<file path="config.mk">
export PLATFORM = sky130hd
export DESIGN_NAME = wb_mmio_catch
export DESIGN_NICKNAME = d
export VERILOG_FILES = /design/src/wb_sys_pkg.sv /design/src/wb_mmio_catch.sv
export SDC_FILE = /design/constraint.sdc
export NUM_CORES = 1
export LEC_CHECK = 0
export BUFFER_PORTS_ARGS = -buffer_cell sky130_fd_sc_hd__buf_2
export CORE_AREA = 8 8 95 97
export CTS_CLUSTER_SIZE = 25
export DETAILED_ROUTE_END_ITERATION = 8
export DIE_AREA = 0 0 103 105
export PLACE_DENSITY_LB_ADDON = 0.12
export SETUP_SLACK_MARGIN = 0.15
export SYNTH_ARGS = -nofsm -noshare
export SYNTH_HDL_FRONTEND = slang
export SYNTH_SLANG_ARGS = --single-unit
</file>
<file path="constraint.sdc">
create_clock -name HCLK -period 2.17 [get_ports HCLK]
set_input_delay 0.3255 -clock HCLK [delete_from_list [all_inputs] [get_ports HCLK]]
set_output_delay 0.3255 -clock HCLK [all_outputs]
set_load 0.005 [all_outputs]
</file>
<file path="src/wb_sys_pkg.sv">
// Shared Wishbone types, memory region constants and FSM encodings of the memory subsystem
`default_nettype none

package wb_sys_pkg;

  ////////////////////////////////////////
  // Bus widths
  ////////////////////////////////////////
  typedef logic [31:0] adr_t;
  typedef logic [31:0] dat_t;
  typedef logic [3:0]  sel_t;
  // 0 is the instruction port, 1 the data port
  typedef logic        mst_id_t;

  ////////////////////////////////////////
  // Bus bundles
  ////////////////////////////////////////
  // Master to slave
  typedef struct packed {
    adr_t adr;
    dat_t dat;
    sel_t sel;
    logic we;
    logic cyc;
    logic stb;
  } wb_req_t;

  // Slave to master, ack and err are single-cycle pulses
  typedef struct packed {
    dat_t dat;
    logic ack;
    logic err;
  } wb_rsp_t;

  // Start of the main memory region
  localparam adr_t RAM_BASE = 32'h8000_0000;

  ////////////////////////////////////////
  // State encodings
  ////////////////////////////////////////
  typedef enum logic [1:0] {
    ARB_IDLE,
    ARB_INS,
    ARB_DAT
  } arb_state_t;

  typedef enum logic [1:0] {
    RAM_IDLE,
    RAM_WAIT,
    RAM_ACK
  } ram_state_t;

endpackage

`default_nettype wire

</file>
<file path="src/wb_mmio_catch.sv">
// TOHOST and UART transmit registers with single-cycle host notification pulses
`timescale 1ns/1ps
`default_nettype none

module wb_mmio_catch #(
  parameter wb_sys_pkg::adr_t TOHOST  = 32'h8000_1000,
  parameter wb_sys_pkg::adr_t UART_TX = 32'h8000_1080
) (
  input  wire                      HCLK,
  input  wire                      rst_n_i,
  input  wire wb_sys_pkg::wb_req_t req_i,
  output wb_sys_pkg::wb_rsp_t      rsp_o,
  output logic                     tohost_valid_o,
  output wb_sys_pkg::dat_t         tohost_data_o,
  output logic                     uart_valid_o,
  output logic [7:0]               uart_char_o
);

  wb_sys_pkg::dat_t tohost_q, rdat_q;
  logic [7:0]       uart_char_q;
  logic             ack_q, tohost_valid_q, uart_valid_q;
  logic             hit_tohost, hit_uart, ack_go;

  assign hit_tohost = (req_i.adr == TOHOST);
  assign hit_uart   = (req_i.adr == UART_TX);
  // One ack per strobe
  assign ack_go     = req_i.cyc && req_i.stb && !ack_q;

  ////////////////////////////////////////
  // Handshake and pulses
  ////////////////////////////////////////
  always_ff @(posedge HCLK) begin
    if (!rst_n_i) begin
      ack_q          <= 1'b0;
      tohost_valid_q <= 1'b0;
      uart_valid_q   <= 1'b0;
    end else begin
      ack_q          <= ack_go;
      tohost_valid_q <= ack_go && req_i.we && hit_tohost;
      uart_valid_q   <= ack_go && req_i.we && hit_uart && req_i.sel[0];
    end
  end

  // Registers, updated with the ack
  always_ff @(posedge HCLK) begin
    if (ack_go) begin
      rdat_q <= hit_tohost ? tohost_q : '0;
      if (req_i.we && hit_tohost) begin
        for (int b = 0; b < 4; b++) begin
          if (req_i.sel[b]) tohost_q[8*b +: 8] <= req_i.dat[8*b +: 8];
        end
      end
      if (req_i.we && hit_uart) uart_char_q <= req_i.dat[7:0];
    end
  end

  assign rsp_o.dat      = rdat_q;
  assign rsp_o.ack      = ack_q;
  assign rsp_o.err      = 1'b0;
  assign tohost_valid_o = tohost_valid_q;
  assign tohost_data_o  = tohost_q;
  assign uart_valid_o   = uart_valid_q;
  assign uart_char_o    = uart_char_q;

endmodule

`default_nettype wire

</file>
Word level (Yosys, flattened, before mapping)
Cells that the tools add are included.

Register bits after elaboration: 75. Input port bits: 73. Word-level logic and storage cells: 25.

Eq/ne operators: 2. Reductions and logical operators: 14.

Operator list (number): $eq A32 B32 Y1 const B (2); $reduce_and A3 Y1 (4); $logic_and A1 B1 Y1 (8); $reduce_and A2 Y1 (1); $logic_not A1 Y1 (1).

Depth between registers and ports, before layout
Depth in word-level cells: 5. Gate-level depth with buffers: 5. Gate-level depth less buffers: 3.

Worst setup path before layout
Ideal clock, no wire load.

Kind: in2reg. From: input req_i[1] (netlist bit). To: register rdat_q[0] (enable). Data arrival time: 1.754 ns. Required time: 1.747 ns. Slack: -0.006 ns. Stages: 2. Path through: nand2_1 > nor2_1.

Word-level cells in the longest chain between the ends: 2.

RTL lines: start: declaration (line wb_mmio_catch.sv:11) `input wire wb_sys_pkg::wb_req_t req_i,`; $logic_and A1 B1 Y1 (2 in a row) (line wb_mmio_catch.sv:27) `assign ack_go = req_i.cyc && req_i.stb && !ack_q;`; via ack_go (line wb_mmio_catch.sv:22) `logic hit_tohost, hit_uart, ack_go;`; end signal: assignment (line wb_mmio_catch.sv:47) `rdat_q <= hit_tohost ? tohost_q : '0;`; end: declaration (line wb_mmio_catch.sv:19) `wb_sys_pkg::dat_t tohost_q, rdat_q;`.

The timed path passes the listed nets, and every way through them passes these cells. A chain may end at the register's enable or synchronous reset.

Worst setup path after layout
From: register ack_q. To: register uart_char_q[3], in the netlist uart_char_o[3] (enable).

Word-level cells in the longest chain between the ends: 3.

RTL lines: start: declaration (line wb_mmio_catch.sv:21) `logic ack_q, tohost_valid_q, uart_valid_q;`; start signal: assignment (line wb_mmio_catch.sv:38) `ack_q <= ack_go;`; $logic_not A1 Y1 (line wb_mmio_catch.sv:27); $logic_and A1 B1 Y1 (line wb_mmio_catch.sv:27); $reduce_and A2 Y1 (no line); end signal: assignment (line wb_mmio_catch.sv:53) `if (req_i.we && hit_uart) uart_char_q <= req_i.dat[7:0];`; end: declaration (line wb_mmio_catch.sv:20) `logic [7:0] uart_char_q;`.

No other way between the ends.

==> results by group <==
Detailed routing
  – DRT antenna net count: 0
  – Via count: ~2000
  – WL/cell: 15.4 um
  – Detailed Route WL: 6850 um
  – DRC: 0
  – Via density: 4.45
  – DR pass1 iterations: 4
  – DRT iter0 DRCs: 45

Floorplan
  – Die Wd: 103 um
  – Row cnt: 32
  – Core Area: 7530 um^2
  – Initial core utilization: between 30% and 40%
  – Full die area: roughly 11000 um^2
  – I/O Pins: 149
  – Die height: 105 um

STA
  – Pins Over Slew Limit: 0
  – Setup TNS: 0 ns
  – RSZ-0062 raised after global routing: false
  – Hold Slack: approximately 0.16 ns
  – Final Critical Period: 1.66 ns
  – Tcrit/Tclk final: between 70% and 80%
  – Max_slew headroom: 66.1%
  – FMAX: around 600 MHz
  – Setup violators final: 0
  – Max Clock Skew: 0.00908 ns
  – Final Hold Fails: 0
  – Worst-Margin Slew: 0.507 ns

Clock tree
  – Root buffer cell: clkbuf_8
  – Setup Buffers After CTS: 0
  – Cts bufs inserted: 9
  – Clock buffer depth: 2
  – Post_cts resized: 0
  – Clk Latency, worst-skew pair: 0.33 ns
  – # hold bufs at CTS: 0
  – Clock transition at path regs: approximately 0.080 ns
  – CTS tree: built
  – H-Tree Depth: 3
  – Clock Sinks: 75

Hold path
  – Hold Startpoint: req_i[23]
  – Hold EP: tohost_data_o[16]
  – Min-Delay Path Class: primary input to flip-flop
  – Worst Hold Depth: 1

Synthesis
  – Yosys cell types: 22
  – Synth area leader: edfxtp_1
  – Syn Nets: 254
  – Synth Instances: 181
  – Syn_area_per_cell: between 15 and 20 um^2
  – Top-count cell post-synth: edfxtp_1
  – Post-synth EDFFs: 72
  – Yosys warning count: 0
  – Top-area cell type share of the netlist area: 72.2%
  – Top cells by area, synth: edfxtp_1, nor3_2, inv_1
  – Sequential share of the synthesized area: ~74%
  – Asr flop ratio synth: 0%
  – Post-Synthesis Cell Area: 2990 um^2
  – Seq cells post-synth: 75
  – Primary flip-flop cell chosen by synthesis mapping: edfxtp_1
  – Most common library cells after synthesis: edfxtp_1, inv_1, nor3_2

Global routing
  – Vias in the first global route: 2155
  – First-pass GRT wire length: 10500 um
  – Total grt overflow: 0
  – GRT Overall Usage: between 10% and 20%
  – Largest net degree at the start of global routing: 22
  – Initial antenna violation count: 0

Pwr
  – Share of total power in combinational logic: 5.1%
  – Max rail drop VDD: 0.319 mV
  – Seq pwr share: 58.9%
  – Pwr/cell area: 677 nW/um^2
  – Sw Ratio: between 10% and 20%
  – Static Leak: around 1.6 nW
  – Internal power: 0.00220 W
  – Overall Power: 0.00274 W
  – Net switching power: 0.000537 W
  – Clock power frac: 36.0%

Critical path
  – CP max stage delay: 0.43 ns
  – Reg-to-reg critical path endpoint: uart_char_o[3]
  – R2r setup slk: 0.51 ns
  – WP data arrival: 1.70 ns
  – CP Cell Sequence: and4b_1 -> nand3_1 -> nor4_2 -> buf_4
  – R2r startpoint: ack_q
  – Kind of critical path: flip-flop to flip-flop
  – Crit end category: flip-flop
  – Worst path slowest cell: and4b_1
  – Crit start category: flip-flop
  – Max Fanout on Critical Path: 8
  – Reg2Reg Depth: 4
  – Critical Path RT: 2.20 ns

Cells and area
  – Layout Nets: 412
  – # diodes: 0
  – Fillcell total: a little under 700
  – Share of cells above drive strength 1: 61.2%
  – Area growth, synth to finish: 35.4%
  – Final Core Density: 53.8%

Outcome
  – Status: finished clean

Placement
  – GP Congestion: 0.761
  – DP HPWL: 5620 um
  – Buffers on Ports: 147

Flow run
  – Max Cap Violations: 0
layer usage:
layer / part of all wire, % / global-route usage (%)
met4: 1.2 / 5.89
met1: 38 / 13.3
met5: 0 / 0
met2: 50 / 21.4
met3: 10 / 4.51
worst max path at each step:
stage               startpoint                to  slack, ns  cells past startpoint
detailed placement   req_i[60]    uart_char_o[3]       0.24                      6
global route             ack_q    uart_char_o[3]       0.44                      4
floorplan            req_i[59]  tohost_data_o[0]       0.22                      4
global placement     req_i[60]    uart_char_o[7]       0.30                      6
CTS                      ack_q    uart_char_o[6]       0.47                      4
finish                   ack_q    uart_char_o[3]       0.51                      4
worst max-delay path: cells and delay by family, from the launching register on:
family | cells | cell delay (ns)
AND/OR/NAND/NOR | 3 | 0.79
flip-flops | 1 | 0.36
buffers and inverters | 1 | 0.22
cell type report:
| class | instances | area [um^2] | area share, % |
|---|---|---|---|
| inverter | 33 | 124 | 3.06 |
| tap | 102 | 128 | 3.15 |
| multi-input combinational | 63 | 573 | 14.1 |
| clock inverter | 5 | 55.1 | 1.36 |
| timing repair buffer | 157 | 823 | 20.3 |
| clock buffer | 10 | 128 | 3.15 |
| sequential | 75 | 2220 | 54.8 |
stage by stage:
stage	worst slack, ns	instance area [um^2]	std cells
after floorplan	0.221	3000	181
after global placement	0.303	3870	430
after detailed placement	0.241	3870	430
after CTS	0.472	4050	445
after global routing	0.445	4050	445
final	0.506	4050	445
state kept, by name (all words and copies together), names as in the netlist:
name,count
uart_char_o,8
tohost_data_o,32
uart_valid_o,1
ack_q,1
tohost_valid_o,1
rdat_q,32
cell families after synthesis:
family / share of synthesized area (%)
other: 0.125
buffers and inverters: 6.86
AND/OR/NAND/NOR: 18.8
flip-flops: 74.2
power groups by stage:
stage | Combinational [W] | Clock [W] | Sequential [W]
after floorplan | 0.0000251 | 0 | 0.00165
after global placement | 0.000142 | 0 | 0.00165
after detailed placement | 0.000143 | 0 | 0.00165
after CTS | 0.000144 | 0.00102 | 0.00162
after global routing | 0.000153 | 0.00107 | 0.00162
final | 0.000140 | 0.000986 | 0.00162
cells in the final DEF (no fill, tap or decap), drive strengths merged:
cell and count:
clkinvlp 2, nor4b 2, and2 1, edfxtp 72, nand2 7, dfxtp 3
nand4 2, nand3 2, conb 1, bufinv 1, nor4 8, nor3 38
clkbuf 10, inv 33, nor2 1, and4b 1, clkinv 2, buf 157
(Power assumes the default switching activity.)
