==> src/wb_sys_pkg.sv <==
// Shared Wishbone types, memory region constants and FSM encodings of the memory subsystem
`default_nettype none

package wb_sys_pkg;

  ////////////////////////////////////////
  // Bus widths
  ////////////////////////////////////////
  typedef logic [31:0] adr_t;
  typedef logic [31:0] dat_t;
  typedef logic [3:0]  sel_t;
  // 0 is the instruction port, 1 the data port
  typedef logic        mst_id_t;

  ////////////////////////////////////////
  // Bus bundles
  ////////////////////////////////////////
  // Master to slave
  typedef struct packed {
    adr_t adr;
    dat_t dat;
    sel_t sel;
    logic we;
    logic cyc;
    logic stb;
  } wb_req_t;

  // Slave to master, ack and err are single-cycle pulses
  typedef struct packed {
    dat_t dat;
    logic ack;
    logic err;
  } wb_rsp_t;

  // Start of the main memory region
  localparam adr_t RAM_BASE = 32'h8000_0000;

  ////////////////////////////////////////
  // State encodings
  ////////////////////////////////////////
  typedef enum logic [1:0] {
    ARB_IDLE,
    ARB_INS,
    ARB_DAT
  } arb_state_t;

  typedef enum logic [1:0] {
    RAM_IDLE,
    RAM_WAIT,
    RAM_ACK
  } ram_state_t;

endpackage

`default_nettype wire

==> src/wb_pma_decode.sv <==
// Memory attribute check and slave routing for the shared Wishbone bus
`timescale 1ns/1ps
`default_nettype none

module wb_pma_decode #(
  parameter int               RAM_AW  = 10,
  parameter wb_sys_pkg::adr_t TOHOST  = 32'h8000_1000,
  parameter wb_sys_pkg::adr_t UART_TX = 32'h8000_1080
) (
  input  wire                      HCLK,
  input  wire                      rst_n_i,
  input  wire wb_sys_pkg::wb_req_t bus_req_i,
  input  wire wb_sys_pkg::mst_id_t bus_mst_i,
  output wb_sys_pkg::wb_rsp_t      bus_rsp_o,
  output wb_sys_pkg::wb_req_t      ram_req_o,
  input  wire wb_sys_pkg::wb_rsp_t ram_rsp_i,
  output wb_sys_pkg::wb_req_t      mmio_req_o,
  input  wire wb_sys_pkg::wb_rsp_t mmio_rsp_i
);

  logic hit_ram, hit_io, is_ins, ram_ok, io_ok;
  logic req_act, rej_act;
  logic err_q, err_seen_q;

  ////////////////////////////////////////
  // Region check
  ////////////////////////////////////////
  // RAM spans 4 * 2**RAM_AW bytes from the aligned base
  assign hit_ram = (bus_req_i.adr >> (RAM_AW + 2)) == (wb_sys_pkg::RAM_BASE >> (RAM_AW + 2));
  assign hit_io  = (bus_req_i.adr == TOHOST) || (bus_req_i.adr == UART_TX);
  assign is_ins  = (bus_mst_i == 1'b0);

  // Fetch port may only read main memory
  assign ram_ok  = hit_ram && !(is_ins && bus_req_i.we);
  // IO words are for the data port only
  assign io_ok   = hit_io && !is_ins;

  assign req_act = bus_req_i.cyc && bus_req_i.stb;
  assign rej_act = req_act && !ram_ok && !io_ok;

  // Routed requests, strobe gated per slave
  always_comb begin
    ram_req_o      = bus_req_i;
    ram_req_o.stb  = bus_req_i.stb && ram_ok;
    mmio_req_o     = bus_req_i;
    mmio_req_o.stb = bus_req_i.stb && io_ok;
  end

  ////////////////////////////////////////
  // Error pulse
  ////////////////////////////////////////
  always_ff @(posedge HCLK) begin
    if (!rst_n_i) begin
      err_q      <= 1'b0;
      err_seen_q <= 1'b0;
    end else begin
      err_q      <= rej_act && !err_q && !err_seen_q;
      // Held until the master lets go of stb
      err_seen_q <= rej_act && (err_seen_q || err_q);
    end
  end

  // Merge slave answers with our own error
  assign bus_rsp_o.dat = ram_rsp_i.ack ? ram_rsp_i.dat : mmio_rsp_i.dat;
  assign bus_rsp_o.ack = ram_rsp_i.ack || mmio_rsp_i.ack;
  assign bus_rsp_o.err = err_q || ram_rsp_i.err || mmio_rsp_i.err;

endmodule

`default_nettype wire

==> config.mk <==
export PLATFORM = sky130hd
export DESIGN_NAME = wb_pma_decode
export DESIGN_NICKNAME = d
export VERILOG_FILES = /design/src/wb_sys_pkg.sv /design/src/wb_pma_decode.sv
export SDC_FILE = /design/constraint.sdc
export NUM_CORES = 1
export LEC_CHECK = 0
export BUFFER_PORTS_ARGS = -buffer_cell sky130_fd_sc_hd__buf_2
export CAP_MARGIN = 20
export CORE_AREA = 3 3 121 123
export DETAILED_ROUTE_END_ITERATION = 10
export DIE_AREA = 0 0 124 126
export GPL_TIMING_DRIVEN = 1
export HOLD_SLACK_MARGIN = 0.03
export PLACE_DENSITY_LB_ADDON = 0.15
export SKIP_CTS_REPAIR_TIMING = 1
export SLEW_MARGIN = 10
export SYNTH_ARGS = -nofsm -noshare
export SYNTH_HDL_FRONTEND = slang
export SYNTH_SLANG_ARGS = --single-unit
==> constraint.sdc <==
create_clock -name HCLK -period 1.7 [get_ports HCLK]
set_input_delay 0.425 -clock HCLK [delete_from_list [all_inputs] [get_ports HCLK]]
set_output_delay 0.425 -clock HCLK [all_outputs]
set_load 0.01 [all_outputs]
==> After elaboration in Yosys (flattened, before gate mapping) <==
Cells that the tools add are included.
{ "totals": {"ff_bits": 2} }
{ "op_classes": {"bitwise": 1, "eq_ne": 3, "mux": 1, "reduce_logical": 21} }
{ "ops": {"columns": ["op", "n"], "rows": [
  ["32-bit equality test (second input constant)", 2],
  ["32-bit 2-to-1 mux", 1],
  ["20-bit equality test (second input constant)", 1],
  ["1-bit logical AND", 11],
  ["1-bit zero test", 5],
  ["1-bit logical OR", 5],
  ["1-bit NOT", 1]
]} }

==> Depth between registers and ports, before layout <==
Gate-level depths: netlist of the first run.
{ "depth": {"word_depth": 9, "depth_mapped": 4, "ltp_nobuf": 4} }

==> Least setup slack after synthesis of the first run <==
Ideal clock, no wire load.
{ "synth_path": {"kind": "input to output", "start": "input bus_req_i[52] (netlist bit)", "end": "output mmio_req_o[0] (netlist bit)", "path_buffers": 0, "arrival_ps": 1286, "setup_slack_ps": -11, "path_stages": 3, "cell_sequence": "nor4_1 > nand3_1 > nor4_1"} }
{ "synth_lines": {"columns": ["item", "line", "text"], "rows": [
  ["start, declared", "wb_pma_decode.sv:12", "input wire wb_sys_pkg::wb_req_t bus_req_i,"],
  ["end, declared", "wb_pma_decode.sv:17", "output wb_sys_pkg::wb_req_t mmio_req_o,"]
]} }

==> reports/summary.txt, run 1 <==
Port Buffers: 206
Largest net degree at the start of global routing: 30
Cell Chain, Critical Path: buf_2, nor4_2, nand2_4, nor4_4, buf_2
Worst slew margin: 76.06%
Minimum clock period: 1834 ps
Period utilization: 107.9%
Fillers: 1,601
Final HPWL DP: 5.638 mm
HP Class: flop to flop
Netlist Area Pre-Place: 1637 µm²
Global route overflow: 0
DRT Pass-1 Iters: 4
Residual DRC: 0
Placed cells: 461
Routed wire length: 6.364 mm
N_diodes: 0
Measured slew at the worst slew-check pin: 356.2 ps
Drt first-iter violations: 13
Outcome: complete, but fails checks
Post-layout instance count excluding filler cells: 469
WP data required: 1270 ps
Syn. warnings: 0
Nets: 433
CP endpoint kind: output pin
Pwr/cell area: 413.4 nW/µm²
Final WS setup: -133.9 ps
Clock transition at path regs: 30 ps
CP Class: input pin to output pin
Post-route ant nets: 0
Worst EP arrival: 1410 ps
Final Hold Vio Count: 0
DIE AREA: 15,620 µm²
Max stage delay on crit path: 390 ps
Worst Hold Margin: 417.5 ps
Routed length per instance: 13.57 µm
Slew Limit Fails: 0
Max VDD drop: 0.1895 mV
Unrepaired setup endpoints after global routing: true
Sequential Area: 40.04 µm²
Final Util: 16.22%
Core area: 13,770 µm²
Skew final: 1.123 ps
Synth cell types: 18
Static leakage: 0.001198 µW
First-pass GRT wire length: 7.941 mm
Syn Inst Count: 202
Vias/cell: 3.230
Layout overhead on the synthesized area: 36.54%
Cell repeated most along the worst path: buf_2
Die X: 124 µm
Initial core utilization: 11.88%
Register area share after synthesis: 2.446%
Via count: 1,515
Multi-input gate area: 608.1 µm²
Max stage delay cell, worst path: nor4_2
Cts bufs inserted: 3
CTS Buffer Depth: 2
Max Cap Viol: 0
Antenna violations before repair: 0
IO Pins: 318
Clock latency on the worst-skew pair: 220 ps
GP Congestion: 0.7150
Vias in the first global route: 1,385
Clock Sinks: 2
Die span in y: 126 µm
CTS HTree Levels: 1
Endpoints failing setup: 2
Syn nets: 344
Root Buffer: clkbuf_16
Upper clock frequency limit: 545.3 MHz
Avg Inst Size Synth: 8.102 µm²
Crit path max fanout: 3
Synthesis-stage register bit count: 2
Share of cells above drive strength 1: 95.50%
CTS tree: yes
Violated checks: negative setup slack
Element type at the critical path start: input pin
Total GRT Usage: 6.787%
Rows: 43
[critical path: cells and delay by family]
kind	cells	cell delay (ps)
buffers and inverters	2	280
and+or+nand+nor	3	710
[metal layers]
metal	wire, µm	part of all wire, %	track usage, %	vias to the layer above
met5	0	0	0	-
met3	952	15	2.874	12
met2	3386	53	12.85	168
met4	115	1.8	2.384	0
li1	-	-	-	700
met1	1909	30	6.389	635
[state kept, by name, summed over array words and instances (netlist names)]
name and count:
err_q 1, err_seen_q 1
[final cells by class]
| cell class | count | area share, % |
|---|---|---|
| Clock buffer | 3 | 3.359 |
| Inverter | 2 | 0.3359 |
| Sequential cell | 2 | 1.792 |
| Tap cell | 180 | 10.08 |
| Timing Repair Buffer | 228 | 57.22 |
| Multi-Input combinational cell | 54 | 27.21 |
[synth_stat cells, drive strengths merged]
cell type	count	area share (%)
nand4b	1	0.54
nor2	1	0.23
a21o	1	0.46
inv	2	0.46
nor4	8	3.8
mux2	32	22
buf	144	65
or2	1	0.38
a211oi	1	0.76
nor3	3	0.92
dfxtp	2	2.4
or3	1	0.38
nor4b	1	0.92
nand2	2	0.61
nand3	2	0.61
[path summary, 6_finish.rpt]
check	start	to	slack (ps)	cells past startpoint
setup reg to reg	err_q	err_q	1040	1
hold reg to reg	err_seen_q	err_q	420	1
hold / removal	err_seen_q	err_q	420	1
setup / recovery	bus_req_i[56]	mmio_req_o[0]	-130	5
[power by group]
group | switching [µW] | internal, µW
clock | 51.1 | 299
combinational | 237 | 287
sequential | 0.773 | 48.6
[metrics by stage]
| step | cell area [µm²] | worst slack (ps) | setup TNS, ps | power [µW] |
|---|---|---|---|---|
| finish | 2235 | -133.9 | -239.5 | 923.9 |
| global route | 2235 | -239.2 | -477.5 | 989.5 |
| CTS | 2043 | -413.1 | -793.8 | 898.7 |
| detailed placement | 1968 | -413.1 | -832.4 | 539.7 |
| global placement | 1968 | -366.8 | -733.4 | 545.0 |
| floorplan | 1643 | 1.229 | 0 | 519.8 |
[cells by family after synthesis]
kind of cell           after synthesis  share of synthesized area, %
AO/OA/AOI/OAI                        2                         1.223
buffers and inverters              146                         65.90
flip-flops                           2                         2.447
multiplexers                        32                         22.02
AND/OR/NAND/NOR                     20                         8.410
[placed cells by master (no fill, tap or decap), drive strengths merged]
cell and instances:
clkbuf 5, nor2 1, or2 1, mux2 32, nand4b 1, nor4b 1
nor3 3, buf 226, a211oi 1, nand3 2, a21o 1, nand2 2
inv 2, dfxtp 2, or3 1, nor4 8
Note: power is estimated with default switching activity, not from simulation.
==> run 2, diff against run 1 <==
--- a/config.mk
+++ b/config.mk
@@ -14,6 +14,7 @@
 export HOLD_SLACK_MARGIN = 0.03
 export PLACE_DENSITY_LB_ADDON = 0.15
 export SKIP_CTS_REPAIR_TIMING = 1
+export SKIP_LAST_GASP = 1
 export SLEW_MARGIN = 10
 export SYNTH_ARGS = -nofsm -noshare
 export SYNTH_HDL_FRONTEND = slang
==> reports/summary.txt, run 2 (same netlist as run 1, synthesis figures left out) <==
Outcome: complete, but fails checks
Violated checks: negative setup slack
Final Util: 16.20% (-0.027 points)
Slew Limit Fails: 0 (unchanged)
Routed length per instance: 13.57 µm (unchanged)
Skew final: 1.123 ps (unchanged)
DRT Pass-1 Iters: 4 (unchanged)
Reg-to-reg slack, setup: 1040 ps (about the same)
Drt first-iter violations: 13 (unchanged)
Final Hold Vio Count: 0 (unchanged)
Largest net degree at the start of global routing: 30 (unchanged)
CTS tree: yes
CTS Buffer Depth: 2 (unchanged)
Post-DP Area: 1968 µm² (unchanged)
Global route overflow: 0 (unchanged)
Pwr/cell area: 413.7 nW/µm² (about the same)
Largest regs: err_q: 1 flops, err_seen_q: 1 flops
Max VDD drop: 0.1895 mV (unchanged)
CTS HTree Levels: 1 (unchanged)
Core area: 13,770 µm² (unchanged)
Via count: 1,515 (unchanged)
GP Congestion: 0.7150 (unchanged)
Clock transition at path regs: 30 ps (about the same)
Layout overhead on the synthesized area: 36.31%
Cts bufs inserted: 3 (unchanged)
Routed wire length: 6.364 mm (unchanged)
Vias/cell: 3.230 (unchanged)
Endpoints failing setup: 2 (unchanged)
Clock latency on the worst-skew pair: 220 ps (about the same)
Most frequent cells in the layout: 201 x buf_2, 32 x mux2_2, 20 x buf_4, 5 x clkbuf_16, 4 x nor4_4
Crit path max fanout: 3 (unchanged)
WP data required: 1270 ps (about the same)
Unrepaired setup endpoints after global routing: true
Element type at the critical path start: input pin
Final WS setup: -133.9 ps (unchanged)
IO Pins: 318 (unchanged)
Nets: 433 (unchanged)
Cell Chain, Critical Path: buf_2, nor4_2, nand2_4, nor4_4, buf_2
Commonest non-fill, non-tap cell in the layout: buf_2
Worst EP arrival: 1410 ps (about the same)
Max stage delay on crit path: 390 ps (about the same)
Max stage delay cell, worst path: nor4_2
RR Startpoint: err_q
Share of cells above drive strength 1: 95.50% (unchanged)
Worst Hold Margin: 417.5 ps (unchanged)
HP Class: flop to flop
Period utilization: 107.9% (unchanged)
Clock Sinks: 2 (unchanged)
CP Class: input pin to output pin
HP Start: err_seen_q
Initial core utilization: 11.88% (unchanged)
Crit. Startpoint: bus_req_i[56]
Final Cell Area: 2231 µm² (-0.17%)
Static leakage: 0.001197 µW (-0.10%)
Root Buffer: clkbuf_16
First-pass GRT wire length: 7.941 mm (unchanged)
Post-route ant nets: 0 (unchanged)
Max Cap Viol: 0 (unchanged)
CP endpoint kind: output pin
Reg2Reg Depth: 1 (unchanged)
Cell repeated most along the worst path: buf_2
Residual DRC: 0 (unchanged)
Crit path to: mmio_req_o[0]
Antenna violations before repair: 0 (unchanged)
Die X: 124 µm (unchanged)
Vias in the first global route: 1,385 (unchanged)
N_diodes: 0 (unchanged)
Port Buffers: 206 (unchanged)
Die span in y: 126 µm (unchanged)
DIE AREA: 15,620 µm² (unchanged)
Worst flop-to-flop path endpoint: err_q
DP Worst Slack: -413.1 ps (unchanged)
Worst slew margin: 76.06% (unchanged)
Total GRT Usage: 6.787% (unchanged)
Rows: 43 (unchanged)
Minimum clock period: 1834 ps (unchanged)
Measured slew at the worst slew-check pin: 356.2 ps (unchanged)
Upper clock frequency limit: 545.3 MHz (unchanged)
Final HPWL DP: 5.638 mm (unchanged)
run 2: cell types whose count changed in the layout (fill, tap and decap cells not counted):
cell,delta
buf_6,-1
buf_4,+1
run 2: area by class of cell:
| type | instances | area, µm² |
|---|---|---|
| clock buffers | 3 | 75.07 |
| multi-input cells | 54 | 608.1 |
| well taps | 180 | 225.2 |
| fillers | 1603 | 11540 |
| inverters | 2 | 7.507 |
| flip-flops and latches | 2 | 40.04 |
| repair buffers | 228 | 1275 |
run 2: stage by stage:
step           TNS [ps]  power, µW  cells
3_3_place_gp     -733.4      545.0    461
6_report         -239.5      923.0    469
2_1_floorplan         0      519.8    202
5_1_grt          -494.0      988.6    469
4_1_cts          -793.8      898.7    464
3_5_place_dp     -832.4      539.7    461
run 2: per-layer routing:
layer	global-route usage (%)	vias to the layer above	share of wire (%)
li1	-	700	-
met1	6.389	635	30
met2	12.85	168	53
met3	2.874	12	15
met4	2.384	0	1.8
met5	0	-	0
run 2: worst max-delay path: cells and delay by family:
| family | cells | cell delay (ps) |
|---|---|---|
| simple gates | 3 | 710 |
| buf+inv | 2 | 280 |
run 2: how the worst min path moves through the flow:
stage | end | slack (ps) | cells past startpoint
final | err_q | 420 | 1
after global routing | err_q | 440 | 1
after CTS | err_q | 420 | 1
after detailed placement | err_q | 420 | 1
after global placement | err_q | 410 | 1
after floorplan | err_q | 400 | 1
run 2: power by group:
part | total (µW) | switching [µW] | leakage (µW) | internal (µW)
clock | 350 | 51.1 | 0.0000370 | 299
combinational | 523 | 237 | 0.00114 | 286
sequential | 49.4 | 0.773 | 0.0000163 | 48.6
==> run 3, diff against run 2 <==
--- a/config.mk
+++ b/config.mk
@@ -13,6 +13,7 @@
 export GPL_TIMING_DRIVEN = 1
 export HOLD_SLACK_MARGIN = 0.03
 export PLACE_DENSITY_LB_ADDON = 0.15
+export SETUP_SLACK_MARGIN = 0.05
 export SKIP_CTS_REPAIR_TIMING = 1
 export SKIP_LAST_GASP = 1
 export SLEW_MARGIN = 10
==> reports/summary.txt, run 3 (same netlist as run 1, synthesis figures left out) <==
Final WS setup: -183.6 ps (-49.73 ps)
Unrepaired setup endpoints after global routing: true
Largest net degree at the start of global routing: 34 (+13%)
WP data required: 1270 ps (about the same)
DIE AREA: 15,620 µm² (unchanged)
Placed cells: 463 (+0.43%)
Flop pwr share: 5.2% (-0.2 points)
Clock latency on the worst-skew pair: 220 ps (about the same)
IO Pins: 318 (unchanged)
Final Hold Vio Count: 0 (unchanged)
Endpoints failing setup: 2 (unchanged)
CTS Buffer Depth: 2 (unchanged)
Max stage delay on crit path: 280 ps (-110 ps)
P_int: 647.7 µW (+2.2%)
Violated checks: negative setup slack
Die span in y: 126 µm (unchanged)
Most frequent cells in the layout: 198 x buf_2, 32 x mux2_2, 19 x buf_4, 7 x buf_6
Switching power: 304.2 µW (+5.3%)
Post-route ant nets: 0 (unchanged)
Tot Pwr: 951.9 µW (+3.1%)
Root Buffer: clkbuf_16
Switching Fraction: 31.96% (+0.64 points)
Routed wire length: 7.079 mm (+11%)
Share of cells above drive strength 1: 94.85% (-0.66 points)
Commonest non-fill, non-tap cell in the layout: buf_2
CTS tree: yes
DRT Pass-1 Iters: 4 (unchanged)
Antenna violations before repair: 1 (+1)
Fillers: 1,614 (+0.69%)
HP Class: flop to flop
Post-layout instance count excluding filler cells: 471 (+0.43%)
GP Congestion: 0.7251 (+1.4%)
Minimum clock period: 1884 ps (+49.73 ps)
Slew Limit Fails: 0 (unchanged)
Worst slew margin: 77.37% (+1.3 points)
Crit path max fanout: 2 (-1)
Layout overhead on the synthesized area: 40.60%
Core area: 13,770 µm² (unchanged)
Global route overflow: 0 (unchanged)
Cell Chain, Critical Path: buf_8, nor4_4, nand4b_1, nor4_4, buf_2
CP Class: input pin to output pin
Static leakage: 0.001231 µW (+2.8%)
Final HPWL DP: 6.090 mm (+8.0%)
Port Buffers: 206 (unchanged)
Skew final: 2.185 ps (+1.062 ps)
Nets: 435 (+0.46%)
Max Cap Viol: 0 (unchanged)
Drt first-iter violations: 18 (+5)
Pwr/cell area: 413.7 nW/µm² (about the same)
Worst EP arrival: 1460 ps (+50 ps)
Outcome: complete, but fails checks
Cts bufs inserted: 3 (unchanged)
Clock transition at path regs: 30 ps (about the same)
Clock Sinks: 2 (unchanged)
Routed length per instance: 15.03 µm (+11%)
CTS HTree Levels: 1 (unchanged)
First-pass GRT wire length: 8.673 mm (+9.2%)
Element type at the critical path start: input pin
CP endpoint kind: output pin
Measured slew at the worst slew-check pin: 336.6 ps (-19.58 ps)
Period utilization: 110.8% (+2.9 points)
Logic pwr share: 57.5% (+0.8 points)
Rows: 43 (unchanged)
Via count: 1,521 (+0.40%)
Max stage delay cell, worst path: nor4_4
Vias/cell: 3.229 (about the same)
Residual DRC: 0 (unchanged)
Die X: 124 µm (unchanged)
Upper clock frequency limit: 530.9 MHz (-2.6%)
Max VDD drop: 0.2049 mV (+8.1%)
Largest regs: err_q: 1 flops, err_seen_q: 1 flops
Power share of the clock group: 37.3% (-0.6 points)
Total GRT Usage: 7.364% (+0.58 points)
Vias in the first global route: 1,471 (+6.2%)
Initial core utilization: 11.88% (unchanged)
Cell repeated most along the worst path: nor4_4
N_diodes: 0 (unchanged)
==> run 3: path summary, 6_finish.rpt <==
path | from | to | slack, ps | cells after the start
worst max-delay path | bus_req_i[49] | mmio_req_o[0] | -180 | 5
worst min register to register | err_seen_q | err_q | 420 | 1
worst min-delay path | err_seen_q | err_q | 420 | 1
worst max register to register | err_q | err_q | 1030 | 1
==> run 3: power groups by stage <==
stage	Clock (µW)	Sequential, µW	Combinational [µW]
CTS	362	49.5	500
global route	364	49.7	599
floorplan	0	49.8	471
detailed placement	0	50.1	498
finish	355	49.5	547
global placement	0	50.0	501
==> run 3: per-layer routing <==
layer  GRT usage (%)  wire length [µm]  vias to the layer above
li1                -                 -                      701
met1           7.069              2085                      640
met2           14.44              4002                      172
met3           2.919               927                        6
met4           1.546                50                        2
met5               0                13                        -
==> run 3: cell type report <==
cell class              count  area [µm²]  share of cell area [%]
repair buffers            230        1338                   58.13
clock buffers               3       75.07                   3.263
flip-flops and latches      2       40.04                   1.740
inverters                   2       7.507                  0.3263
multi-input cells          54       615.6                   26.75
well taps                 180       225.2                   9.788
==> run 3: critical path, delay by kind of cell <==
kind	cells	cell delay, ps
buf+inv	2	280
simple gates	3	750
==> run 3: stage by stage <==
step                hold slack (ps)  cell area, µm²  TNS, ps  setup slack, ps  util, %
floorplan                     399.7            1649        0            57.40        -
global placement              411.3            1989   -949.6           -336.3    14.44
detailed placement            421.9            1989   -823.7           -310.9    14.44
CTS                           423.6            2064   -591.9           -310.9    14.99
global route                  441.7            2301   -493.3           -284.1    16.71
finish                        423.3            2301   -305.5           -183.6    16.71
