**config.mk**
```make
export PLATFORM = sky130hd
export DESIGN_NAME = wb_arbiter
export DESIGN_NICKNAME = d
export VERILOG_FILES = /design/src/wb_sys_pkg.sv /design/src/wb_arbiter.sv
export SDC_FILE = /design/constraint.sdc
export NUM_CORES = 1
export LEC_CHECK = 0
export BUFFER_PORTS_ARGS = -buffer_cell sky130_fd_sc_hd__buf_2
export CAP_MARGIN = 20
export CORE_AREA = 10 10 116 118
export DETAILED_ROUTE_END_ITERATION = 16
export DIE_AREA = 0 0 126 128
export PLACE_DENSITY = 0.5
export SLEW_MARGIN = 20
export SYNTH_ARGS = -nofsm -noshare
export SYNTH_HDL_FRONTEND = slang
export SYNTH_SLANG_ARGS = --single-unit
```
**constraint.sdc**
```tcl
create_clock -name HCLK -period 2 [get_ports HCLK]
set_clock_uncertainty 0.2 [all_clocks]
set_input_delay 0.4 -clock HCLK [delete_from_list [all_inputs] [get_ports HCLK]]
set_output_delay 0.4 -clock HCLK [all_outputs]
set_load 0.005 [all_outputs]
```
**src/wb_sys_pkg.sv**
```systemverilog
// Shared Wishbone types, memory region constants and FSM encodings of the memory subsystem
`default_nettype none

package wb_sys_pkg;

  ////////////////////////////////////////
  // Bus widths
  ////////////////////////////////////////
  typedef logic [31:0] adr_t;
  typedef logic [31:0] dat_t;
  typedef logic [3:0]  sel_t;
  // 0 is the instruction port, 1 the data port
  typedef logic        mst_id_t;

  ////////////////////////////////////////
  // Bus bundles
  ////////////////////////////////////////
  // Master to slave
  typedef struct packed {
    adr_t adr;
    dat_t dat;
    sel_t sel;
    logic we;
    logic cyc;
    logic stb;
  } wb_req_t;

  // Slave to master, ack and err are single-cycle pulses
  typedef struct packed {
    dat_t dat;
    logic ack;
    logic err;
  } wb_rsp_t;

  // Start of the main memory region
  localparam adr_t RAM_BASE = 32'h8000_0000;

  ////////////////////////////////////////
  // State encodings
  ////////////////////////////////////////
  typedef enum logic [1:0] {
    ARB_IDLE,
    ARB_INS,
    ARB_DAT
  } arb_state_t;

  typedef enum logic [1:0] {
    RAM_IDLE,
    RAM_WAIT,
    RAM_ACK
  } ram_state_t;

endpackage

`default_nettype wire

```
**src/wb_arbiter.sv**
```systemverilog
// Round-robin arbiter joining the instruction and data Wishbone masters onto one shared bus
`timescale 1ns/1ps
`default_nettype none

module wb_arbiter (
  input  wire                      HCLK,
  input  wire                      rst_n_i,
  input  wire wb_sys_pkg::wb_req_t ins_req_i,
  output wb_sys_pkg::wb_rsp_t      ins_rsp_o,
  input  wire wb_sys_pkg::wb_req_t dat_req_i,
  output wb_sys_pkg::wb_rsp_t      dat_rsp_o,
  output wb_sys_pkg::wb_req_t      bus_req_o,
  output wb_sys_pkg::mst_id_t      bus_mst_o,
  input  wire wb_sys_pkg::wb_rsp_t bus_rsp_i
);

  wb_sys_pkg::arb_state_t state_q, state_d;
  // Owner of the current or most recent grant
  wb_sys_pkg::mst_id_t    last_q, last_d;
  wb_sys_pkg::mst_id_t    pick;

  ////////////////////////////////////////
  // Grant FSM
  ////////////////////////////////////////
  always_comb begin
    state_d = state_q;
    last_d  = last_q;
    pick    = last_q;
    case (state_q)
      wb_sys_pkg::ARB_IDLE: begin
        if (ins_req_i.cyc || dat_req_i.cyc) begin
          // Tie goes to the port that did not own the bus last
          if (ins_req_i.cyc && dat_req_i.cyc) begin
            pick = ~last_q;
          end else begin
            pick = dat_req_i.cyc;
          end
          state_d = pick ? wb_sys_pkg::ARB_DAT : wb_sys_pkg::ARB_INS;
          last_d  = pick;
        end
      end
      // Owner holds the bus for as long as cyc stays high
      wb_sys_pkg::ARB_INS: if (!ins_req_i.cyc) state_d = wb_sys_pkg::ARB_IDLE;
      wb_sys_pkg::ARB_DAT: if (!dat_req_i.cyc) state_d = wb_sys_pkg::ARB_IDLE;
      default: state_d = wb_sys_pkg::ARB_IDLE;
    endcase
  end

  always_ff @(posedge HCLK) begin
    if (!rst_n_i) begin
      state_q <= wb_sys_pkg::ARB_IDLE;
      // Instruction port wins the first tie
      last_q  <= 1'b1;
    end else begin
      state_q <= state_d;
      last_q  <= last_d;
    end
  end

  ////////////////////////////////////////
  // Request mux and response steering
  ////////////////////////////////////////
  always_comb begin
    // Idle bus carries no strobe
    bus_req_o = '0;
    ins_rsp_o = '0;
    dat_rsp_o = '0;
    case (state_q)
      wb_sys_pkg::ARB_INS: begin
        bus_req_o = ins_req_i;
        ins_rsp_o = bus_rsp_i;
      end
      wb_sys_pkg::ARB_DAT: begin
        bus_req_o = dat_req_i;
        dat_rsp_o = bus_rsp_i;
      end
      default: ;
    endcase
  end

  // Valid while a grant is held
  assign bus_mst_o = last_q;

endmodule

`default_nettype wire

```
# Yosys cells after proc, flatten, opt, wreduce, memory -nomap -nowiden
# Cells that the tools add are included.
# Widths: inputs -> output; s select.
[word_totals] rom_bits=0 wordCells=24 memories=0 inputBits=178 regBits=3 output_inout_bits=140 latchBits=0 mem_bits_rw=0
[op_classes] bitwise=1 n_reduce_logical=5 n_mux=11 order_cmp=0 addsub=0 mul=0 div=0 eq_ne=5 shift=0
[op_table] op="$pmux 71 s2" count=1
[op_table] op="$mux 34" count=2
[op_table] op="$mux 2" count=4
[op_table] op="$ne 2x2->1 const B" count=3
[op_table] op="$pmux 2 s3" count=1
[op_table] op="$mux 1" count=3
[op_table] op="$reduce_and 3->1" count=1
[op_table] op="$eq 2x1->1 const B" count=1
[op_table] op="$eq 2x2->1 const B" count=1
[op_table] op="$logic_not 2->1" count=1
[op_table] op="$reduce_and 2->1" count=1
[op_table] op="$logic_and 1x1->1" count=1
[op_table] op="$logic_or 1x1->1" count=1
[op_table] op="$not 1->1" count=1

# Depth between registers and ports, before layout
# Gate-level depths: netlist of the first run.
[depth] depth_word=7 ltp_mapped=7 mapped_depth_nobuf=5

# Least setup slack after synthesis of the first run
# OpenSTA, ideal clock, no wires.
[synth_timing] path_kind="register -> output" startpoint="register state_q[0]" endpoint="output bus_req_o[55] (netlist bit)" required_time_ns=1.400 arrival_ns=1.230 stages_incl_launch_ff=8 setup_slack_ns=0.170 cell_sequence="dfxtp_1 -> inv_1 -> ha_1 -> buf_6 -> buf_6 -> buf_2 -> a22oi_1 -> nor2b_1"
[synth_lines] item="from (decl)" line="wb_arbiter.sv:17" source="wb_sys_pkg::arb_state_t state_q, state_d;"
[synth_lines] item="from (signal assigned)" line="wb_arbiter.sv:51" source="state_q <= wb_sys_pkg::ARB_IDLE;"
[synth_lines] item="from (signal assigned)" line="wb_arbiter.sv:55" source="state_q <= state_d;"
[synth_lines] item="to (decl)" line="wb_arbiter.sv:12" source="output wb_sys_pkg::wb_req_t bus_req_o,"

==> reports/summary.txt, run 1 <==
Area Growth Syn to Fin: 146%
Setup violations, final: 105
P_leak: 0.00224 µW
DP Area: 0.00354 mm²
Hold Worst Slack: 0.204 ns
# hold bufs at CTS: 0
Setup total negative slack: -4.10 ns
Post-Syn Area: 0.00175 mm²
Kind of end point of the critical path: primary output
Die Ht: 128 µm
Residual DRC: 0
H-tree levels: 1
Buffer depth of the longest clock path: 2
Netlist cell types: 20
Syn Inst Count: 262
Clk pin slew, worst setup/hold paths: 0.03 ns
Net Sw Frac: 37.5%
Number of port buffers: 317
Worst Path Arrival: 1.52 ns
CTS Buf Count: 3
Total die area: 0.0161 mm²
Ports: 318
Wirelength per Cell: 18.9 µm
Status: complete, but fails checks
Clock network fraction of total power: 18.6%
Sequential Power Share: 4.3%
Die W: 126 µm
Routed via count: 3238
Syn_nets: 443
Clk sinks: 3
Synthesized area per cell: 6.66 µm²
Pin count of the biggest net entering global routing: 32
CTS tree: done
Reg2reg setup slack: 0.15 ns
Rel. slew slack: 87.4%
Worst-margin pin slew: 0.188 ns
Period utilisation layout: 106%
Yosys warnings: 0
Violated checks: negative setup slack
Internal Pwr Total: 1100 µW
Vias per std cell: 4.50
Placement Setup Slack: 0.0604 ns
Final Core Density: 38.2%
Post-route ant nets: 0
CTS root buffer: clkbuf_16
Final net count: 759
CP max FO: 11
Iteration-0 DRC Markers: 113
Vias in the first global route: 3396
Crit path largest cell delay: 0.32 ns
Worst hold path type: primary input to flop
Number of synthesized register bits: 3
Max VDD drop: 0.000387 V
Psw: 660 µW
Initial antenna violation count: 0
Initial Utilization: 15.6%
CP max stage cell: dfxtp_2
RePlAce Congestion: 0.820
Final instance area: 0.00429 mm²
Combinational power share: 77.2%
GRT Residual Overflow: 0
Critical path class: flop to primary output
Fillers: 1157
Layout cells sized above 1: 69.7%
# diodes: 0
Gr usage total: 14.4%
Achievable Freq: 0.472 GHz
Final slew viol count: 0
Clock Latency Late Sink: 0.23 ns
Core Box Area: 0.0112 mm²
Post-route setup slack: -0.120 ns
DRT Pass-1 Iters: 4
RSZ-0062 raised after global routing: yes
Hpwl dp: 10.3 mm
Crit path cell chain: buf_6 -> ha_4 -> buf_4 -> buf_12 -> a22oi_2 -> nor2b_1 -> buf_2
First-pass GRT wire length: 19.0 mm
Sequential area share after synthesis: 3.44%
Max cap viols: 0
Fin crit period: 2.12 ns
Startpoint Class: flop
CP required: 1.40 ns
P per Cell Area: 411 mW/mm²
WL final: 13.6 mm
Hold Violations, Final: 0
Std-Cell Rows: 39
state kept, by name, indices dropped and copies added, names as in the netlist:
| name | cells |
|---|---|
| state_q | 2 |
| bus_mst_o | 1 |
final cells by class:
cell class                      instances  area (µm²)  share of cell area, %
Clock buffer                            4        78.8                   1.84
Timing Repair Buffer                  342        2180                   50.8
Inverter                                3        11.3                  0.263
Tap cell                              143         179                   4.18
Multi-Input combinational cell        225        1780                   41.5
Sequential cell                         3        62.6                   1.46
worst max-delay path: cells and delay by family (launching register included):
family	cells	cell delay, ns
buffers and inverters	4	0.53
adders and majority gates	1	0.19
and+or+nand+nor	1	0.07
DFF	1	0.32
AOI/OAI and AO/OA	1	0.18
cells in the mapped netlist (all sizes together):
library cell | count | share of area, %
a22oi | 71 | 31
nor2b | 71 | 25
and2 | 68 | 24
clkbuf | 22 | 4.7
buf | 9 | 3.3
dfxtp | 3 | 3.4
ha | 3 | 2.2
inv | 3 | 0.65
o21ai | 3 | 1.1
nand2 | 2 | 0.43
a21oi | 1 | 0.29
a32o | 1 | 0.57
and3 | 1 | 0.36
and4b | 1 | 0.57
mux2i | 1 | 0.57
nand2b | 1 | 0.36
nand4 | 1 | 0.36
power by group through the flow:
stage | Combinational (µW) | Sequential (µW) | Clock, µW
floorplan | 510 | 73.9 | 0
global placement | 1010 | 73.2 | 0
detailed placement | 1020 | 73.0 | 0
CTS | 1240 | 73.3 | 331
global route | 1470 | 76.5 | 337
finish | 1360 | 74.8 | 327
metrics by stage:
step           std cells  total power (µW)
5_1_grt              720              1890
4_1_cts              714              1640
6_report             720              1760
3_5_place_dp         700              1100
2_1_floorplan        262               583
3_3_place_gp         700              1080
metal layers:
layer	wire length (µm)	vias to the layer above	track usage, %
met5	0	-	0
met4	117	0	2.68
met3	1270	10	5.29
met2	7300	184	27.7
met1	4950	1496	14.6
li1	-	1548	-
cell usage in the layout (no fill, tap or decap), types with 2 or more instances in the layout:
cell type and n:
clkbuf_16 7, ha_4 3, a22oi_1 38, nor2b_1 69, inv_2 2, dfxtp_2 2
buf_16 5, buf_6 16, nand2_1 2, and2_1 54, buf_2 303, buf_4 4
a22oi_2 32, and2_4 14, buf_12 9, o21ai_0 2
path summary, 6_finish.rpt:
path | to | from | depth (start not counted)
max reg2reg | state_q[0] | state_q[1] | 8
min reg2reg | bus_mst_o | bus_mst_o | 2
min | bus_mst_o | rst_n_i | 2
max | bus_req_o[42] | state_q[1] | 7
repair_timing:
action / 4_1_cts / 5_1_grt
buffers inserted: 4 / 3
gates cloned: 6 / 4
gates resized for setup: 34 / 46
pin swaps: 10 / 9
setup endpoints to repair: 71 / 139
cells by family (layout without fill, tap and decap cells):
family | count (synthesis) | in the layout | synth area share, %
mux | 1 | 1 | 0.573
compound gates | 76 | 76 | 33.3
fa+ha+maj | 3 | 3 | 2.15
simple gates | 145 | 145 | 51.9
buf+inv | 34 | 349 | 8.67
flops | 3 | 3 | 3.44
(Power assumes the default switching activity.)
==> run 2, diff against run 1 <==
==> constraint.sdc (replaced) <==
create_clock -name HCLK -period 2 [get_ports HCLK]
set_clock_uncertainty 0.2 [all_clocks]
set_input_delay 0.1 -clock HCLK [delete_from_list [all_inputs] [get_ports HCLK]]
set_output_delay 0.1 -clock HCLK [all_outputs]
set_load 0.005 [all_outputs]
==> reports/summary.txt, run 2 (synthesized netlist as in run 1, its figures left out) <==
P_leak: 0.00204 µW
Ports: 318
H-tree levels: 1
Number of port buffers: 317
Hold Violations, Final: 0
First-pass GRT wire length: 17.5 mm
Hold Worst Slack: 0.00584 ns
Std-Cell Rows: 39
Total die area: 0.0161 mm²
Initial Utilization: 15.6%
Core Box Area: 0.0112 mm²
Worst hold path type: primary input to flop
Routed via count: 3131
Max FFs per register: 2
Max VDD drop: 0.000203 V
R2r worst-path depth: 6
Vias in the first global route: 3225
CP max stage cell: dfxtp_1
Total chip power: 1430 µW
Hold path cells: 3
Post-CTS Setup Repair Bufs: 0
Rel. slew slack: 80.0%
Clk sinks: 3
Final net count: 744
CP required: 1.70 ns
CTS root buffer: clkbuf_16
CTS Buf Count: 3
Worst path buffer plus inverter count: 3
Period utilisation layout: 98.0%
RSZ-0062 raised after global routing: yes
Die W: 126 µm
Die Ht: 128 µm
CTS tree: done
Hpwl dp: 10.3 mm
Crit path largest cell delay: 0.34 ns
Achievable Freq: 0.510 GHz
Wirelength per Cell: 17.5 µm
Delay-heaviest family, CP: buffers and inverters
RePlAce Congestion: 0.826
Number of cells on the critical path: 6
Startpoint Class: flop
Clock Latency Late Sink: 0.22 ns
Crit path cell chain: inv_1 -> ha_4 -> buf_6 -> a22oi_1 -> nor2b_1 -> buf_2
Buffer depth of the longest clock path: 2
Layout cells sized above 1: 59.4%
Pin count of the biggest net entering global routing: 58
Clk pin slew, worst setup/hold paths: 0.03 ns
WL final: 12.3 mm
Fin crit period: 1.96 ns
Finished Layout Cells: 705
DP Area: 0.00351 mm²
Vias per std cell: 4.44
Reg with most FFs: state_q
GRT Residual Overflow: 0
Most frequent cells in the layout: buf_2, nor2b_1, a22oi_1, and2_1
Initial antenna violation count: 0
Final slew viol count: 0
Fillers: 1187
Setup violations, final: 0
Most common cell after layout, fill and taps aside: buf_2
Final instance area: 0.00364 mm²
Inst Count DP: 699
Area Growth Syn to Fin: 108%
Worst-margin pin slew: 0.299 ns
Status: finished, final reports clean
Critical path class: flop to primary output
Post-route ant nets: 0
Kind of end point of the critical path: primary output
Worst Path Arrival: 1.66 ns
Gr usage total: 13.1%
P per Cell Area: 392 mW/mm²
Iteration-0 DRC Markers: 119
Max cap viols: 0
DRT Pass-1 Iters: 5
CP max FO: 43
Residual DRC: 0
# diodes: 0
==> run 2: cell types whose count changed in the layout (fill, tap and decap cells not counted), moves of 5 or more <==
cell	delta
a22oi_2	-32
buf_6	-15
buf_2	+14
and2_1	+14
and2_4	-14
a22oi_1	+32
buf_12	-5
buf_16	-5
==> run 2: per-stage QoR <==
step | worst slack, ns | util (%) | setup TNS (ns)
after detailed placement | 0.194 | 31.2 | 0
after floorplan | 0.349 | - | 0
after CTS | -0.0223 | 32.0 | -0.0223
after global routing | -0.0397 | 32.4 | -0.333
after global placement | 0.237 | 31.2 | 0
final | 0.0392 | 32.4 | 0
==> run 2: worst paths after layout <==
path                 from             to  slack (ns)
min          dat_req_i[1]     state_q[1]       0.006
max reg2reg    state_q[0]     state_q[0]        0.17
min reg2reg    state_q[1]     state_q[1]        0.31
max            state_q[0]  bus_req_o[44]        0.04
==> run 2: layout make-up <==
cell class                 count  area [µm²]  share of cell area, %
sequential                     3        60.1                   1.65
inverter                       3        11.3                  0.310
timing repair buffer         327        1740                   47.7
tap                          143         179                   4.92
clock buffer                   4        78.8                   2.17
multi-input combinational    225        1570                   43.2
==> run 2: timing repair <==
item / in CTS / in global routing
endpoints found under the hold margin: 3 / 0
gates cloned: 0 / 1
setup endpoints to repair: 1 / 71
resized for setup: 0 / 3
hold buffers: 1 / 0
==> run 2: worst register-to-register path: cells and delay by family, from the launching register on <==
| family | cells | cell delay, ns |
|---|---|---|
| buf+inv | 2 | 0.36 |
| compound gates | 3 | 0.57 |
| fa+ha+maj | 1 | 0.20 |
| flops | 1 | 0.39 |
==> run 2: power by group <==
part | total (µW) | switching (µW) | internal (µW)
sequential | 76.2 | 8.52 | 67.7
combinational | 1030 | 486 | 546
clock | 319 | 55.8 | 263
==> run 2: metal layers <==
| layer | share of wire [%] | track usage (%) | routed length [µm] | vias up |
|---|---|---|---|---|
| met1 | 35 | 13.1 | 4360 | 1422 |
| met4 | 0.56 | 2.01 | 69 | 0 |
| met2 | 53 | 24.8 | 6510 | 191 |
| li1 | - | - | - | 1512 |
| met5 | 0 | 0 | 0 | - |
| met3 | 11 | 5.71 | 1370 | 6 |
==> run 3, diff against run 2 <==
Settings changed: CTS_BUF_LIST set to sky130_fd_sc_hd__clkbuf_16, CTS_CLUSTER_SIZE set to 14, MAX_ROUTING_LAYER set to met4.
==> reports/summary.txt, run 3 (synthesized netlist as in run 1, its figures left out) <==
Crit path largest cell delay: 0.34 ns
Post-CTS Setup Repair Bufs: 0
CTS root buffer: clkbuf_16
First-pass GRT wire length: 17.5 mm
Max cap viols: 0
WL final: 12.3 mm
CP required: 1.70 ns
Pin count of the biggest net entering global routing: 58
Critical path class: flop to primary output
# diodes: 0
CTS Buf Count: 3
Reg with most FFs: state_q
Crit path capture: bus_req_o[44]
CP max stage cell: dfxtp_1
Most common cell after layout, fill and taps aside: buf_2
Placement Setup Slack: 0.194 ns
Rel. slew slack: 80.2%
Gr usage total: 13.4%
Post-route ant nets: 0
CTS tree: done
Worst hold path type: primary input to flop
Worst Setup SP: state_q[0]
Clock Latency Late Sink: 0.23 ns
Setup violations, final: 0
Worst-margin pin slew: 0.297 ns
RSZ-0062 raised after global routing: yes
Start of the worst register-to-register path: state_q[0]
Post-route setup slack: 0.0451 ns
Startpoint Class: flop
Std-Cell Rows: 39
Period utilisation layout: 97.7%
Status: finished, final reports clean
Crit path cell chain: inv_1 -> ha_4 -> buf_6 -> a22oi_1 -> nor2b_1 -> buf_2
Area Growth Syn to Fin: 108%
CP max FO: 43
Total die area: 0.0161 mm²
Achievable Freq: 0.512 GHz
GRT Residual Overflow: 0
Max FFs per register: 2
Routed via count: 3118
Die Ht: 128 µm
Residual DRC: 0
Most frequent cells in the layout: buf_2, nor2b_1, a22oi_1, and2_1
Worst Path Arrival: 1.65 ns
Max VDD drop: 0.000202 V
Final slew viol count: 0
Final net count: 744
Worst path buffer plus inverter count: 3
Delay-heaviest family, CP: buffers and inverters
Hold Violations, Final: 0
Vias in the first global route: 3226
P_leak: 0.00204 µW
Core Box Area: 0.0112 mm²
Reg2reg setup slack: 0.17 ns
Kind of end point of the critical path: primary output
P per Cell Area: 391 mW/mm²
Initial antenna violation count: 0
RePlAce Congestion: 0.839
Final Core Density: 32.4%
Layout cells sized above 1: 59.4%
R2r worst-path depth: 6
DRT Pass-1 Iters: 4
Clk sinks: 3
Iteration-0 DRC Markers: 132
H-tree levels: 1
Ports: 318
Die W: 126 µm
Vias per std cell: 4.42
Fin crit period: 1.95 ns
Hpwl dp: 10.3 mm
Clk pin slew, worst setup/hold paths: 0.03 ns
Wirelength per Cell: 17.5 µm
Number of port buffers: 317
Initial Utilization: 15.6%
Number of cells on the critical path: 6
Worst R2R End: state_q[0]
Buffer depth of the longest clock path: 2
[run 3: cell types whose count changed in the layout (fill, tap and decap cells not counted)]
cell	change
inv_1	+1
clkbuf_1	-1
[run 3: worst min-delay path by stage]
stage                  to          from  slack (ns)  depth (start not counted)
2_1_floorplan   bus_mst_o       rst_n_i       -0.02                          1
3_3_place_gp    bus_mst_o       rst_n_i        0.14                          2
3_5_place_dp    bus_mst_o       rst_n_i        0.13                          2
4_1_cts        state_q[1]  dat_req_i[1]        0.01                          3
5_1_grt        state_q[1]  dat_req_i[1]        0.03                          3
6_report       state_q[1]  dat_req_i[1]       0.005                          3
[run 3: power breakdown]
group	switching (µW)	internal, µW
sequential	8.58	67.7
combinational	484	545
clock	58.2	258
total	551	871
[run 3: worst min-delay path, stage by stage]
cell,delay (ns)
buf_2,0.13
nand4_1,0.08
mux2i_1,0.06
[run 3: metrics by stage]
step	cell area, µm²	power, µW	hold WS (ns)	instances	setup TNS (ns)
after global placement	3510	1060	0.136	699	0
after CTS	3590	1390	0.0112	704	-0.0223
after global routing	3640	1540	0.0274	705	-0.342
final	3640	1420	0.00539	705	0
after floorplan	1750	583	-0.0238	262	0
after detailed placement	3510	1070	0.130	699	0
[run 3: what timing repair did]
action,in CTS,in global routing
hold endpoints to repair,3,0
hold buffers,1,0
endpoints found under the setup margin,1,71
pin swaps,0,0
gates cloned,0,1
resized for setup,0,3
[run 3: final cells by class]
cell class / count / area, µm²
repair buffers: 327 / 1740
flip-flops and latches: 3 / 60.1
well taps: 143 / 179
clock inverters: 1 / 3.75
inverters: 3 / 11.3
fillers: 1187 / 7590
multi-input cells: 225 / 1570
clock buffers: 3 / 75.1
[run 3: routing by layer]
layer	wire length, µm	vias up	GRT usage (%)
met3	1040	7	3.35
li1	-	1510	-
met1	4660	1407	14.4
met2	6540	194	25.0
met5	0	-	-
met4	65	0	1.81
